### src/design/u2_ctrl_settings.svh
/*
 * Setting bus addresses, readback word indices and fixed constants of the
 * control core. Include wherever a block decodes writes or builds readback.
 */
`ifndef U2_CTRL_SETTINGS_SVH
`define U2_CTRL_SETTINGS_SVH

// Misc register bank
`define SR_MISC          8'd0
`define SR_SERDES        (`SR_MISC + 8'd1)
`define SR_ADC           (`SR_MISC + 8'd2)
`define SR_LED_SW        (`SR_MISC + 8'd3)
`define SR_PHY           (`SR_MISC + 8'd4)
`define SR_LED_SRC       (`SR_MISC + 8'd6)

// VITA time registers
// Control bit 0 set loads at once
`define SR_TIME64        8'd10
`define SR_TIME_HI       (`SR_TIME64 + 8'd0)
`define SR_TIME_LO       (`SR_TIME64 + 8'd1)
`define SR_TIME_CTRL     (`SR_TIME64 + 8'd2)

// LEDs 1 to 4 start under hardware control
`define LED_SRC_RESET    8'h1E

// Major 8, minor 3
`define COMPAT_NUM       {16'd8, 16'd3}

// Readback word indices
`define RB_COMPAT        4'd0
`define RB_TIME_HI       4'd1
`define RB_TIME_LO       4'd2
`define RB_PPS_HI        4'd3
`define RB_PPS_LO        4'd4
`define RB_STATUS        4'd5

`endif

### src/design/u2_ctrl_pkg.sv
/*
 * Shared types of the control core: vector widths and the settings bus.
 * Modules pull these in with a wildcard import in their header.
 */
`default_nettype none

package u2_ctrl_pkg;

   ////////////////////////////////////////////////////////////
   // Plain vector types
   ////////////////////////////////////////////////////////////

   typedef logic [7:0]  set_addr_t;
   typedef logic [31:0] set_data_t;
   typedef logic [63:0] vita_time_t;
   typedef logic [7:0]  ctrl_byte_t;
   typedef logic [3:0]  rb_addr_t;
   typedef logic [31:0] rb_word_t;

   ////////////////////////////////////////////////////////////
   // Settings bus
   ////////////////////////////////////////////////////////////

   // One-cycle write strobe with no back-pressure
   typedef struct packed {
      logic      stb;
      set_addr_t addr;
      set_data_t data;
   } set_bus_t;

endpackage

`default_nettype wire

### src/design/set_bus_stage.sv
/*
 * Input register for host setting writes. Drives the internal settings
 * bus that all register consumers decode in parallel.
 */
`timescale 1ns/1ps
`default_nettype none

module set_bus_stage import u2_ctrl_pkg::*; (
   input  wire       dsp_clk,
   input  wire       rst_n_i,
   input  wire       set_stb_i,
   input  set_addr_t set_addr_i,
   input  set_data_t set_data_i,
   output set_bus_t  set_bus_o
);

   // Host write enters the settings bus
   always_ff @(posedge dsp_clk) begin
      if (!rst_n_i) begin
         set_bus_o <= '0;
      end else begin
         set_bus_o.stb  <= set_stb_i;
         set_bus_o.addr <= set_addr_i;
         set_bus_o.data <= set_data_i;
      end
   end

   ////////////////////////////////////////////////////////////
   // Checks
   ////////////////////////////////////////////////////////////

   // A host write must carry a known address and word
   a_write_known: assert property (
      @(posedge dsp_clk) disable iff (!rst_n_i)
      set_stb_i |-> !$isunknown({set_addr_i, set_data_i})
   ) else $error("set bus write with unknown address or data");

endmodule

`default_nettype wire

### src/design/misc_regs.sv
/*
 * Misc control bank: SERDES, ADC, PHY reset and LED registers.
 * LEDs pick hardware or software values per bit from the LED source register.
 */
`timescale 1ns/1ps
`default_nettype none

`include "u2_ctrl_settings.svh"

module misc_regs import u2_ctrl_pkg::*; (
   input  wire        dsp_clk,
   input  wire        rst_n_i,
   input  set_bus_t   set_bus_i,
   input  wire        good_sync_i,
   input  wire        run_rx_i,
   input  wire        run_tx_i,
   input  wire        clk_status_i,
   output ctrl_byte_t serdes_ctrl_o,
   output ctrl_byte_t adc_ctrl_o,
   output ctrl_byte_t leds_o,
   output logic       phy_resetn_o
);

   ctrl_byte_t led_sw;
   ctrl_byte_t led_src;
   ctrl_byte_t led_hw;
   logic       phy_reset;

   ////////////////////////////////////////////////////////////
   // Register decode
   ////////////////////////////////////////////////////////////

   always_ff @(posedge dsp_clk) begin
      if (!rst_n_i) begin
         serdes_ctrl_o <= '0;
         adc_ctrl_o    <= '0;
         led_sw        <= '0;
         led_src       <= `LED_SRC_RESET;
         phy_reset     <= 1'b0;
      end else if (set_bus_i.stb) begin
         case (set_bus_i.addr)
            `SR_SERDES:  serdes_ctrl_o <= set_bus_i.data[7:0];
            `SR_ADC:     adc_ctrl_o    <= set_bus_i.data[7:0];
            `SR_LED_SW:  led_sw        <= set_bus_i.data[7:0];
            `SR_PHY:     phy_reset     <= set_bus_i.data[0];
            `SR_LED_SRC: led_src       <= set_bus_i.data[7:0];
            default: ;
         endcase
      end
   end

   // PHY reset pin is active low
   assign phy_resetn_o = ~phy_reset;

   ////////////////////////////////////////////////////////////
   // LED source select
   ////////////////////////////////////////////////////////////

   // Hardware status byte
   // LED 0 and the top three bits have no hardware source
   assign led_hw = {3'b000, run_tx_i, run_rx_i, clk_status_i, good_sync_i, 1'b0};

   // 1 selects hardware, 0 selects software
   assign leds_o = (led_src & led_hw) | (~led_src & led_sw);

   a_led_src_reset: assert property (
      @(posedge dsp_clk)
      $rose(rst_n_i) |-> (led_src == `LED_SRC_RESET)
   ) else $error("LED source register missed its reset value");

endmodule

`default_nettype wire

### src/design/vita_time.sv
/*
 * 64-bit VITA time counter with PPS capture. Time loads from the pending
 * words either at once or at the next synchronized PPS edge.
 */
`timescale 1ns/1ps
`default_nettype none

`include "u2_ctrl_settings.svh"

module vita_time import u2_ctrl_pkg::*; (
   input  wire        dsp_clk,
   input  wire        rst_n_i,
   input  set_bus_t   set_bus_i,
   input  wire        pps_i,
   output vita_time_t vita_time_o,
   output vita_time_t vita_time_pps_o,
   output logic       good_sync_o
);

   logic       pps_meta;
   logic       pps_sync;
   logic       pps_dly;
   logic       pps_edge;
   set_data_t  pend_hi;
   set_data_t  pend_lo;
   logic       armed;
   logic       ctrl_wr;
   logic       load_now;
   logic       pps_load;
   logic       time_load;
   vita_time_t time_next;

   ////////////////////////////////////////////////////////////
   // PPS synchronizer and rising edge
   ////////////////////////////////////////////////////////////

   always_ff @(posedge dsp_clk) begin
      if (!rst_n_i) begin
         pps_meta <= 1'b0;
         pps_sync <= 1'b0;
         pps_dly  <= 1'b0;
      end else begin
         pps_meta <= pps_i;
         pps_sync <= pps_meta;
         pps_dly  <= pps_sync;
      end
   end

   assign pps_edge = pps_sync & ~pps_dly;

   ////////////////////////////////////////////////////////////
   // Pending time and load control
   ////////////////////////////////////////////////////////////

   assign ctrl_wr   = set_bus_i.stb && (set_bus_i.addr == `SR_TIME_CTRL);
   assign load_now  = ctrl_wr && set_bus_i.data[0];
   assign pps_load  = pps_edge && armed;
   assign time_load = load_now || pps_load;
   assign time_next = time_load ? {pend_hi, pend_lo} : vita_time_o + 64'd1;

   always_ff @(posedge dsp_clk) begin
      if (!rst_n_i) begin
         pend_hi     <= '0;
         pend_lo     <= '0;
         armed       <= 1'b0;
         good_sync_o <= 1'b0;
      end else begin
         if (set_bus_i.stb && (set_bus_i.addr == `SR_TIME_HI))
            pend_hi <= set_bus_i.data;
         if (set_bus_i.stb && (set_bus_i.addr == `SR_TIME_LO))
            pend_lo <= set_bus_i.data;
         if (pps_load) begin
            armed       <= 1'b0;
            good_sync_o <= 1'b1;
         end
         // A new arm request wins over a load in the same cycle
         if (ctrl_wr && !set_bus_i.data[0])
            armed <= 1'b1;
      end
   end

   ////////////////////////////////////////////////////////////
   // Counter and PPS capture
   ////////////////////////////////////////////////////////////

   always_ff @(posedge dsp_clk) begin
      if (!rst_n_i) begin
         vita_time_o     <= '0;
         vita_time_pps_o <= '0;
      end else begin
         vita_time_o <= time_next;
         // Capture is the value the counter takes at this PPS edge
         if (pps_edge)
            vita_time_pps_o <= time_next;
      end
   end

   a_time_step: assert property (
      @(posedge dsp_clk) disable iff (!rst_n_i)
      ($past(rst_n_i) && !$past(time_load)) |-> (vita_time_o == $past(vita_time_o) + 64'd1)
   ) else $error("VITA time did not advance by one");

endmodule

`default_nettype wire

### src/design/readback_mux.sv
/*
 * Registered readback of 16 words selected by index. Output shows the
 * addressed word one cycle after the index is sampled.
 */
`timescale 1ns/1ps
`default_nettype none

`include "u2_ctrl_settings.svh"

module readback_mux import u2_ctrl_pkg::*; (
   input  wire        dsp_clk,
   input  wire        rst_n_i,
   input  rb_addr_t   rb_addr_i,
   input  vita_time_t vita_time_i,
   input  vita_time_t vita_time_pps_i,
   input  wire        good_sync_i,
   input  wire        clk_status_i,
   output rb_word_t   rb_data_o
);

   rb_word_t status_word;

   // Clock status above sync flag
   assign status_word = {30'd0, clk_status_i, good_sync_i};

   ////////////////////////////////////////////////////////////
   // Word select
   ////////////////////////////////////////////////////////////

   always_ff @(posedge dsp_clk) begin
      if (!rst_n_i) begin
         rb_data_o <= '0;
      end else begin
         case (rb_addr_i)
            `RB_COMPAT:  rb_data_o <= `COMPAT_NUM;
            `RB_TIME_HI: rb_data_o <= vita_time_i[63:32];
            `RB_TIME_LO: rb_data_o <= vita_time_i[31:0];
            `RB_PPS_HI:  rb_data_o <= vita_time_pps_i[63:32];
            `RB_PPS_LO:  rb_data_o <= vita_time_pps_i[31:0];
            `RB_STATUS:  rb_data_o <= status_word;
            // Spare words
            default:     rb_data_o <= '0;
         endcase
      end
   end

endmodule

`default_nettype wire

### src/design/u2_ctrl_top.sv
/*
 * Top level of the control core. Host setting writes in, control lines
 * and the readback word out.
 */
`timescale 1ns/1ps
`default_nettype none

module u2_ctrl_top import u2_ctrl_pkg::*; (
   input  wire        dsp_clk,
   input  wire        rst_n_i,
   input  wire        set_stb_i,
   input  set_addr_t  set_addr_i,
   input  set_data_t  set_data_i,
   input  rb_addr_t   rb_addr_i,
   input  wire        pps_i,
   input  wire        run_rx_i,
   input  wire        run_tx_i,
   input  wire        clk_status_i,
   output ctrl_byte_t serdes_ctrl_o,
   output ctrl_byte_t adc_ctrl_o,
   output ctrl_byte_t leds_o,
   output logic       phy_resetn_o,
   output rb_word_t   rb_data_o
);

   set_bus_t   set_bus;
   vita_time_t vita_time;
   vita_time_t vita_time_pps;
   logic       good_sync;

   ////////////////////////////////////////////////////////////
   // Settings bus
   ////////////////////////////////////////////////////////////

   set_bus_stage i_set_bus_stage (
      .dsp_clk    (dsp_clk),
      .rst_n_i    (rst_n_i),
      .set_stb_i  (set_stb_i),
      .set_addr_i (set_addr_i),
      .set_data_i (set_data_i),
      .set_bus_o  (set_bus)
   );

   ////////////////////////////////////////////////////////////
   // Consumers
   ////////////////////////////////////////////////////////////

   misc_regs i_misc_regs (
      .dsp_clk       (dsp_clk),
      .rst_n_i       (rst_n_i),
      .set_bus_i     (set_bus),
      .good_sync_i   (good_sync),
      .run_rx_i      (run_rx_i),
      .run_tx_i      (run_tx_i),
      .clk_status_i  (clk_status_i),
      .serdes_ctrl_o (serdes_ctrl_o),
      .adc_ctrl_o    (adc_ctrl_o),
      .leds_o        (leds_o),
      .phy_resetn_o  (phy_resetn_o)
   );

   vita_time i_vita_time (
      .dsp_clk         (dsp_clk),
      .rst_n_i         (rst_n_i),
      .set_bus_i       (set_bus),
      .pps_i           (pps_i),
      .vita_time_o     (vita_time),
      .vita_time_pps_o (vita_time_pps),
      .good_sync_o     (good_sync)
   );

   // Readback
   readback_mux i_readback_mux (
      .dsp_clk         (dsp_clk),
      .rst_n_i         (rst_n_i),
      .rb_addr_i       (rb_addr_i),
      .vita_time_i     (vita_time),
      .vita_time_pps_i (vita_time_pps),
      .good_sync_i     (good_sync),
      .clk_status_i    (clk_status_i),
      .rb_data_o       (rb_data_o)
   );

endmodule

`default_nettype wire

### config.mk
export PLATFORM = sky130hd
export DESIGN_NAME = u2_ctrl_top
export DESIGN_NICKNAME = d
export VERILOG_FILES = /design/src/design/u2_ctrl_pkg.sv /design/src/design/set_bus_stage.sv /design/src/design/misc_regs.sv /design/src/design/vita_time.sv /design/src/design/readback_mux.sv /design/src/design/u2_ctrl_top.sv
export VERILOG_INCLUDE_DIRS = /design/src /design/src/design
export SDC_FILE = /design/constraint.sdc
export NUM_CORES = 1
export LEC_CHECK = 0
export ABC_AREA = 1
export BUFFER_PORTS_ARGS = -buffer_cell sky130_fd_sc_hd__buf_4
export CAP_MARGIN = 20
export CORE_ASPECT_RATIO = 0.6
export CORE_MARGIN = 3
export CORE_UTILIZATION = 35
export CTS_CLUSTER_SIZE = 8
export DETAILED_ROUTE_END_ITERATION = 10
export PLACE_DENSITY = 0.59
export SLEW_MARGIN = 20
export SYNTH_ARGS = -nofsm -noshare
export SYNTH_HDL_FRONTEND = slang
export SYNTH_SLANG_ARGS = --single-unit
### constraint.sdc
create_clock -name dsp_clk -period 2.45 [get_ports dsp_clk]
set_input_delay 0.3675 -clock dsp_clk [delete_from_list [all_inputs] [get_ports dsp_clk]]
set_output_delay 0.3675 -clock dsp_clk [all_outputs]
set_load 0.005 [all_outputs]
==> impl_metrics.tcl <==
set metrics [dict create \
    ys_seq_area_frac 0.4644 \
    critical_path_peak_fanout 5 \
    finalCritPeriodShare 0.9413 \
    endpoint_kind "flip-flop" \
    clock_power_share 0.481 \
    min_from "set_addr_i[2]" \
    grt_max_degree 102 \
    sequentialPowerShare 0.470 \
    io_buffers 107 \
    clk_pin_slew_ns 0.05 \
    r2r_start "i_vita_time.vita_time_o[0]" \
    cts_sinks 303 \
    synthCells 1911 \
    grt_remaining_overflow 0 \
    internal-power_w 0.008332 \
    postPlaceCellArea_sq_mm 0.01457 \
    r2r_end "i_vita_time.vita_time_pps_o[48]" \
    hold_viol 0 \
    max_freq_mhz 433.6 \
    grt_use_total 0.2241 \
    dieArea_sq_mm 0.03975 \
    avgSynthCellArea_sq_um 6.835 \
    finClkSkew_ns 0.01874 \
    r2r_cells 11 \
    switching_power_w 0.002480 \
    htree_levels 2 \
    area_delta_synth_final_pct 21.34 \
    yosys.cell_types.count 27 \
    clock_insertion_delay_worst_skew_ns 0.55 \
    tightest_slew_ns 0.9078 \
    startpoint_type "flip-flop" \
    drc 0 \
    comb_power_share 0.049 \
    synth_top_area_cell "dfxtp_1" \
    cap_violations 0 \
    grt_pass1_wl_um 69630 \
    drtIter0Drc 1178 \
    drt-pass1-iter-count 5 \
    finalSetupViolations 0 \
    synth_nets 1963 \
    p_leak_nw 6.618 \
    powerDensity_mw_per_mm2 682.2 \
    power.total_w 0.01081 \
    placementRows 54 \
    synth_warnings 0 \
    start_util 0.3574 \
    nNetsFinal 2089 \
    swShare 0.2294 \
    ys_ff_latch 303 \
    via_per_inst 4.986 \
    crit_arrival_ns 2.77 \
    hp-class "primary input to flip-flop" \
    relSlewSlack 0.3948 \
    post_synth_instance_area_sq_mm 0.01306 \
    clock_path_buffers 3 \
    netlist.area_leader.share 0.4644 \
    post_drt_wl_per_cell_um 17.80 \
    pin_count 108 \
    ctsRootBufferMaster "clkbuf_16" \
    cts_tree "built" \
    outcome "completed" \
    yosys-top-cells-area "dfxtp_1 46%, nand2_1 11%, nor2_1 8.5%" \
    holdPathStages 3 \
    globalplace.congestion 0.9973 \
    min_to "i_set_bus_stage.set_bus_o[34]" \
    finalInstanceArea_sq_mm 0.01585 \
    cts_buffers 43 \
    grt_pass1_vias 11860 \
    peakVddDrop_v 0.0005408 \
    rsz0062_at_grt "no" \
    antenna_found_initial 0 \
    vias 12680 \
    cp.required_ns 2.91 \
    wirelength_um 45250 \
    fin_crit_ns 2.306 \
    path_class "flip-flop to flip-flop" \
    core_region_area_sq_mm 0.03655 \
    setup_tns_ns 0 \
    place_hpwl_um 32500 \
    final_antenna_net_count 0 \
    num_antenna_cells 0 \
    die_w_um 255.4 \
    drive_gt1_frac 0.1109 \
    r2r_slack_ns 0.14 \
    die_h_um 155.6 \
    maxSlewViolCount 0 \
]
[routing by layer]
layer | part of all wire | track usage | routed length [um] | vias up
li1 | - | - | - | 6252
met1 | 0.49 | 0.3363 | 22400 | 5862
met2 | 0.39 | 0.3111 | 17470 | 501
met3 | 0.098 | 0.06407 | 4444 | 60
met4 | 0.021 | 0.05725 | 935 | 0
met5 | 0 | 0 | 0 | -
[cell families (layout without fill, tap and decap cells)]
logic type | after synthesis | count (layout) | share of synthesized area
AO/OA/AOI/OAI | 364 | 364 | 0.1461
XOR/XNOR | 22 | 22 | 0.01475
adder cells (fa/ha/maj) | 1 | 1 | 0.0009577
buffers and inverters | 373 | 500 | 0.1103
flip-flops | 303 | 303 | 0.4644
multiplexers | 1 | 1 | 0.0008620
AND/OR/NAND/NOR | 847 | 847 | 0.2626
[flip-flops by register name, indices dropped and copies added (netlist names), 8 cells and up]
register	flops
i_misc_regs.adc_ctrl_o	8
i_set_bus_stage.set_bus_o	41
i_readback_mux.rb_data_o	32
i_vita_time.pend_lo	32
i_misc_regs.led_src	8
i_misc_regs.serdes_ctrl_o	8
i_vita_time.vita_time_o	64
i_vita_time.vita_time_pps_o	64
i_misc_regs.led_sw	8
i_vita_time.pend_hi	32
[metrics by stage]
step	hold slack, ns	worst slack [ns]	std cells	utilization
after floorplan	0.3905	0.8095	1911	-
after global placement	0.4010	0.3305	2480	0.3987
after detailed placement	0.4012	0.2303	2480	0.3987
after CTS	0.0006298	0.1937	2542	0.4335
after global routing	0.007932	0.01274	2542	0.4336
final	0.01609	0.1439	2542	0.4336
[cells in the mapped netlist]
cell	number
nor2_4	3
inv_1	281
mux2_2	1
xor2_1	22
o21ai_0	109
nor3_1	3
o211ai_1	4
buf_1	4
and2_1	1
buf_2	18
nor4_2	1
nor2_1	295
nor3_2	1
dfxtp_1	303
buf_6	2
nand4_1	5
a21oi_1	174
nand3_1	124
nand2_1	398
buf_4	1
nor2_2	9
o21ai_1	16
ha_1	1
inv_2	6
clkbuf_1	61
o22ai_1	61
nand2_2	7
[worst max-delay path, cell delays in order, from the launching register on]
cell and delay (ns):
dfxtp_1 0.38, ha_1 0.25, nand2_1 0.09, nor2_2 0.23, nand2_2 0.17, nor2_4 0.24, nand2_1 0.22, inv_1 0.22
nand3_1 0.09, nand3_1 0.11, nand2_1 0.09, a21oi_1 0.14
[power groups by stage]
stage / sequential [W] / combinational (W) / clock (W)
floorplan: 0.00517 / 0.000304 / 0
global placement: 0.00518 / 0.000494 / 0
detailed placement: 0.00518 / 0.000500 / 0
CTS: 0.00508 / 0.000522 / 0.00531
global route: 0.00509 / 0.000587 / 0.00553
finish: 0.00508 / 0.000525 / 0.00521
[final cells by class]
class	instances	area [sq um]
clock buffers	44	1080
multi-input cells	1235	5568
flip-flops and latches	303	6066
fillers	3799	20700
clock inverters	2	32.53
repair buffers	167	1394
inverters	287	1080
well taps	504	630.6
[how the worst max path moves through the flow]
stage,depth (start not counted),from,to
after CTS,12,i_vita_time.vita_time_o[0],i_vita_time.vita_time_pps_o[26]
final,11,i_vita_time.vita_time_o[0],i_vita_time.vita_time_pps_o[48]
after global placement,12,i_vita_time.vita_time_o[0],i_vita_time.vita_time_pps_o[26]
after global routing,12,i_vita_time.vita_time_o[0],i_vita_time.vita_time_pps_o[60]
after floorplan,12,i_vita_time.vita_time_o[0],i_vita_time.vita_time_pps_o[30]
after detailed placement,12,i_vita_time.vita_time_o[0],i_vita_time.vita_time_pps_o[26]
[cells in the final DEF, fill, tap and decap left out, drive strengths merged]
| cell | synthesis | routed |
|---|---|---|
| o22ai | 61 | 61 |
| o211ai | 4 | 4 |
| inv | 287 | 287 |
| nand4 | 5 | 5 |
| clkinv | 0 | 2 |
| dlygate4sd3 | 0 | 16 |
| a21oi | 174 | 174 |
| nand2 | 405 | 405 |
| buf | 25 | 151 |
| and2 | 1 | 1 |
| ha | 1 | 1 |
| o21ai | 125 | 125 |
| dfxtp | 303 | 303 |
| nor2 | 307 | 307 |
| mux2 | 1 | 1 |
| nand3 | 124 | 124 |
| nor4 | 1 | 1 |
| nor3 | 4 | 4 |
| clkbuf | 61 | 44 |
| xor2 | 22 | 22 |
[timing repair]
action,CTS,global route
endpoints found under the hold margin,16,0
setup buffers,0,0
endpoints found under the setup margin,0,1
hold buffers,16,0
resized for setup,0,1
No activity file was read; power rests on OpenSTA's default activity.
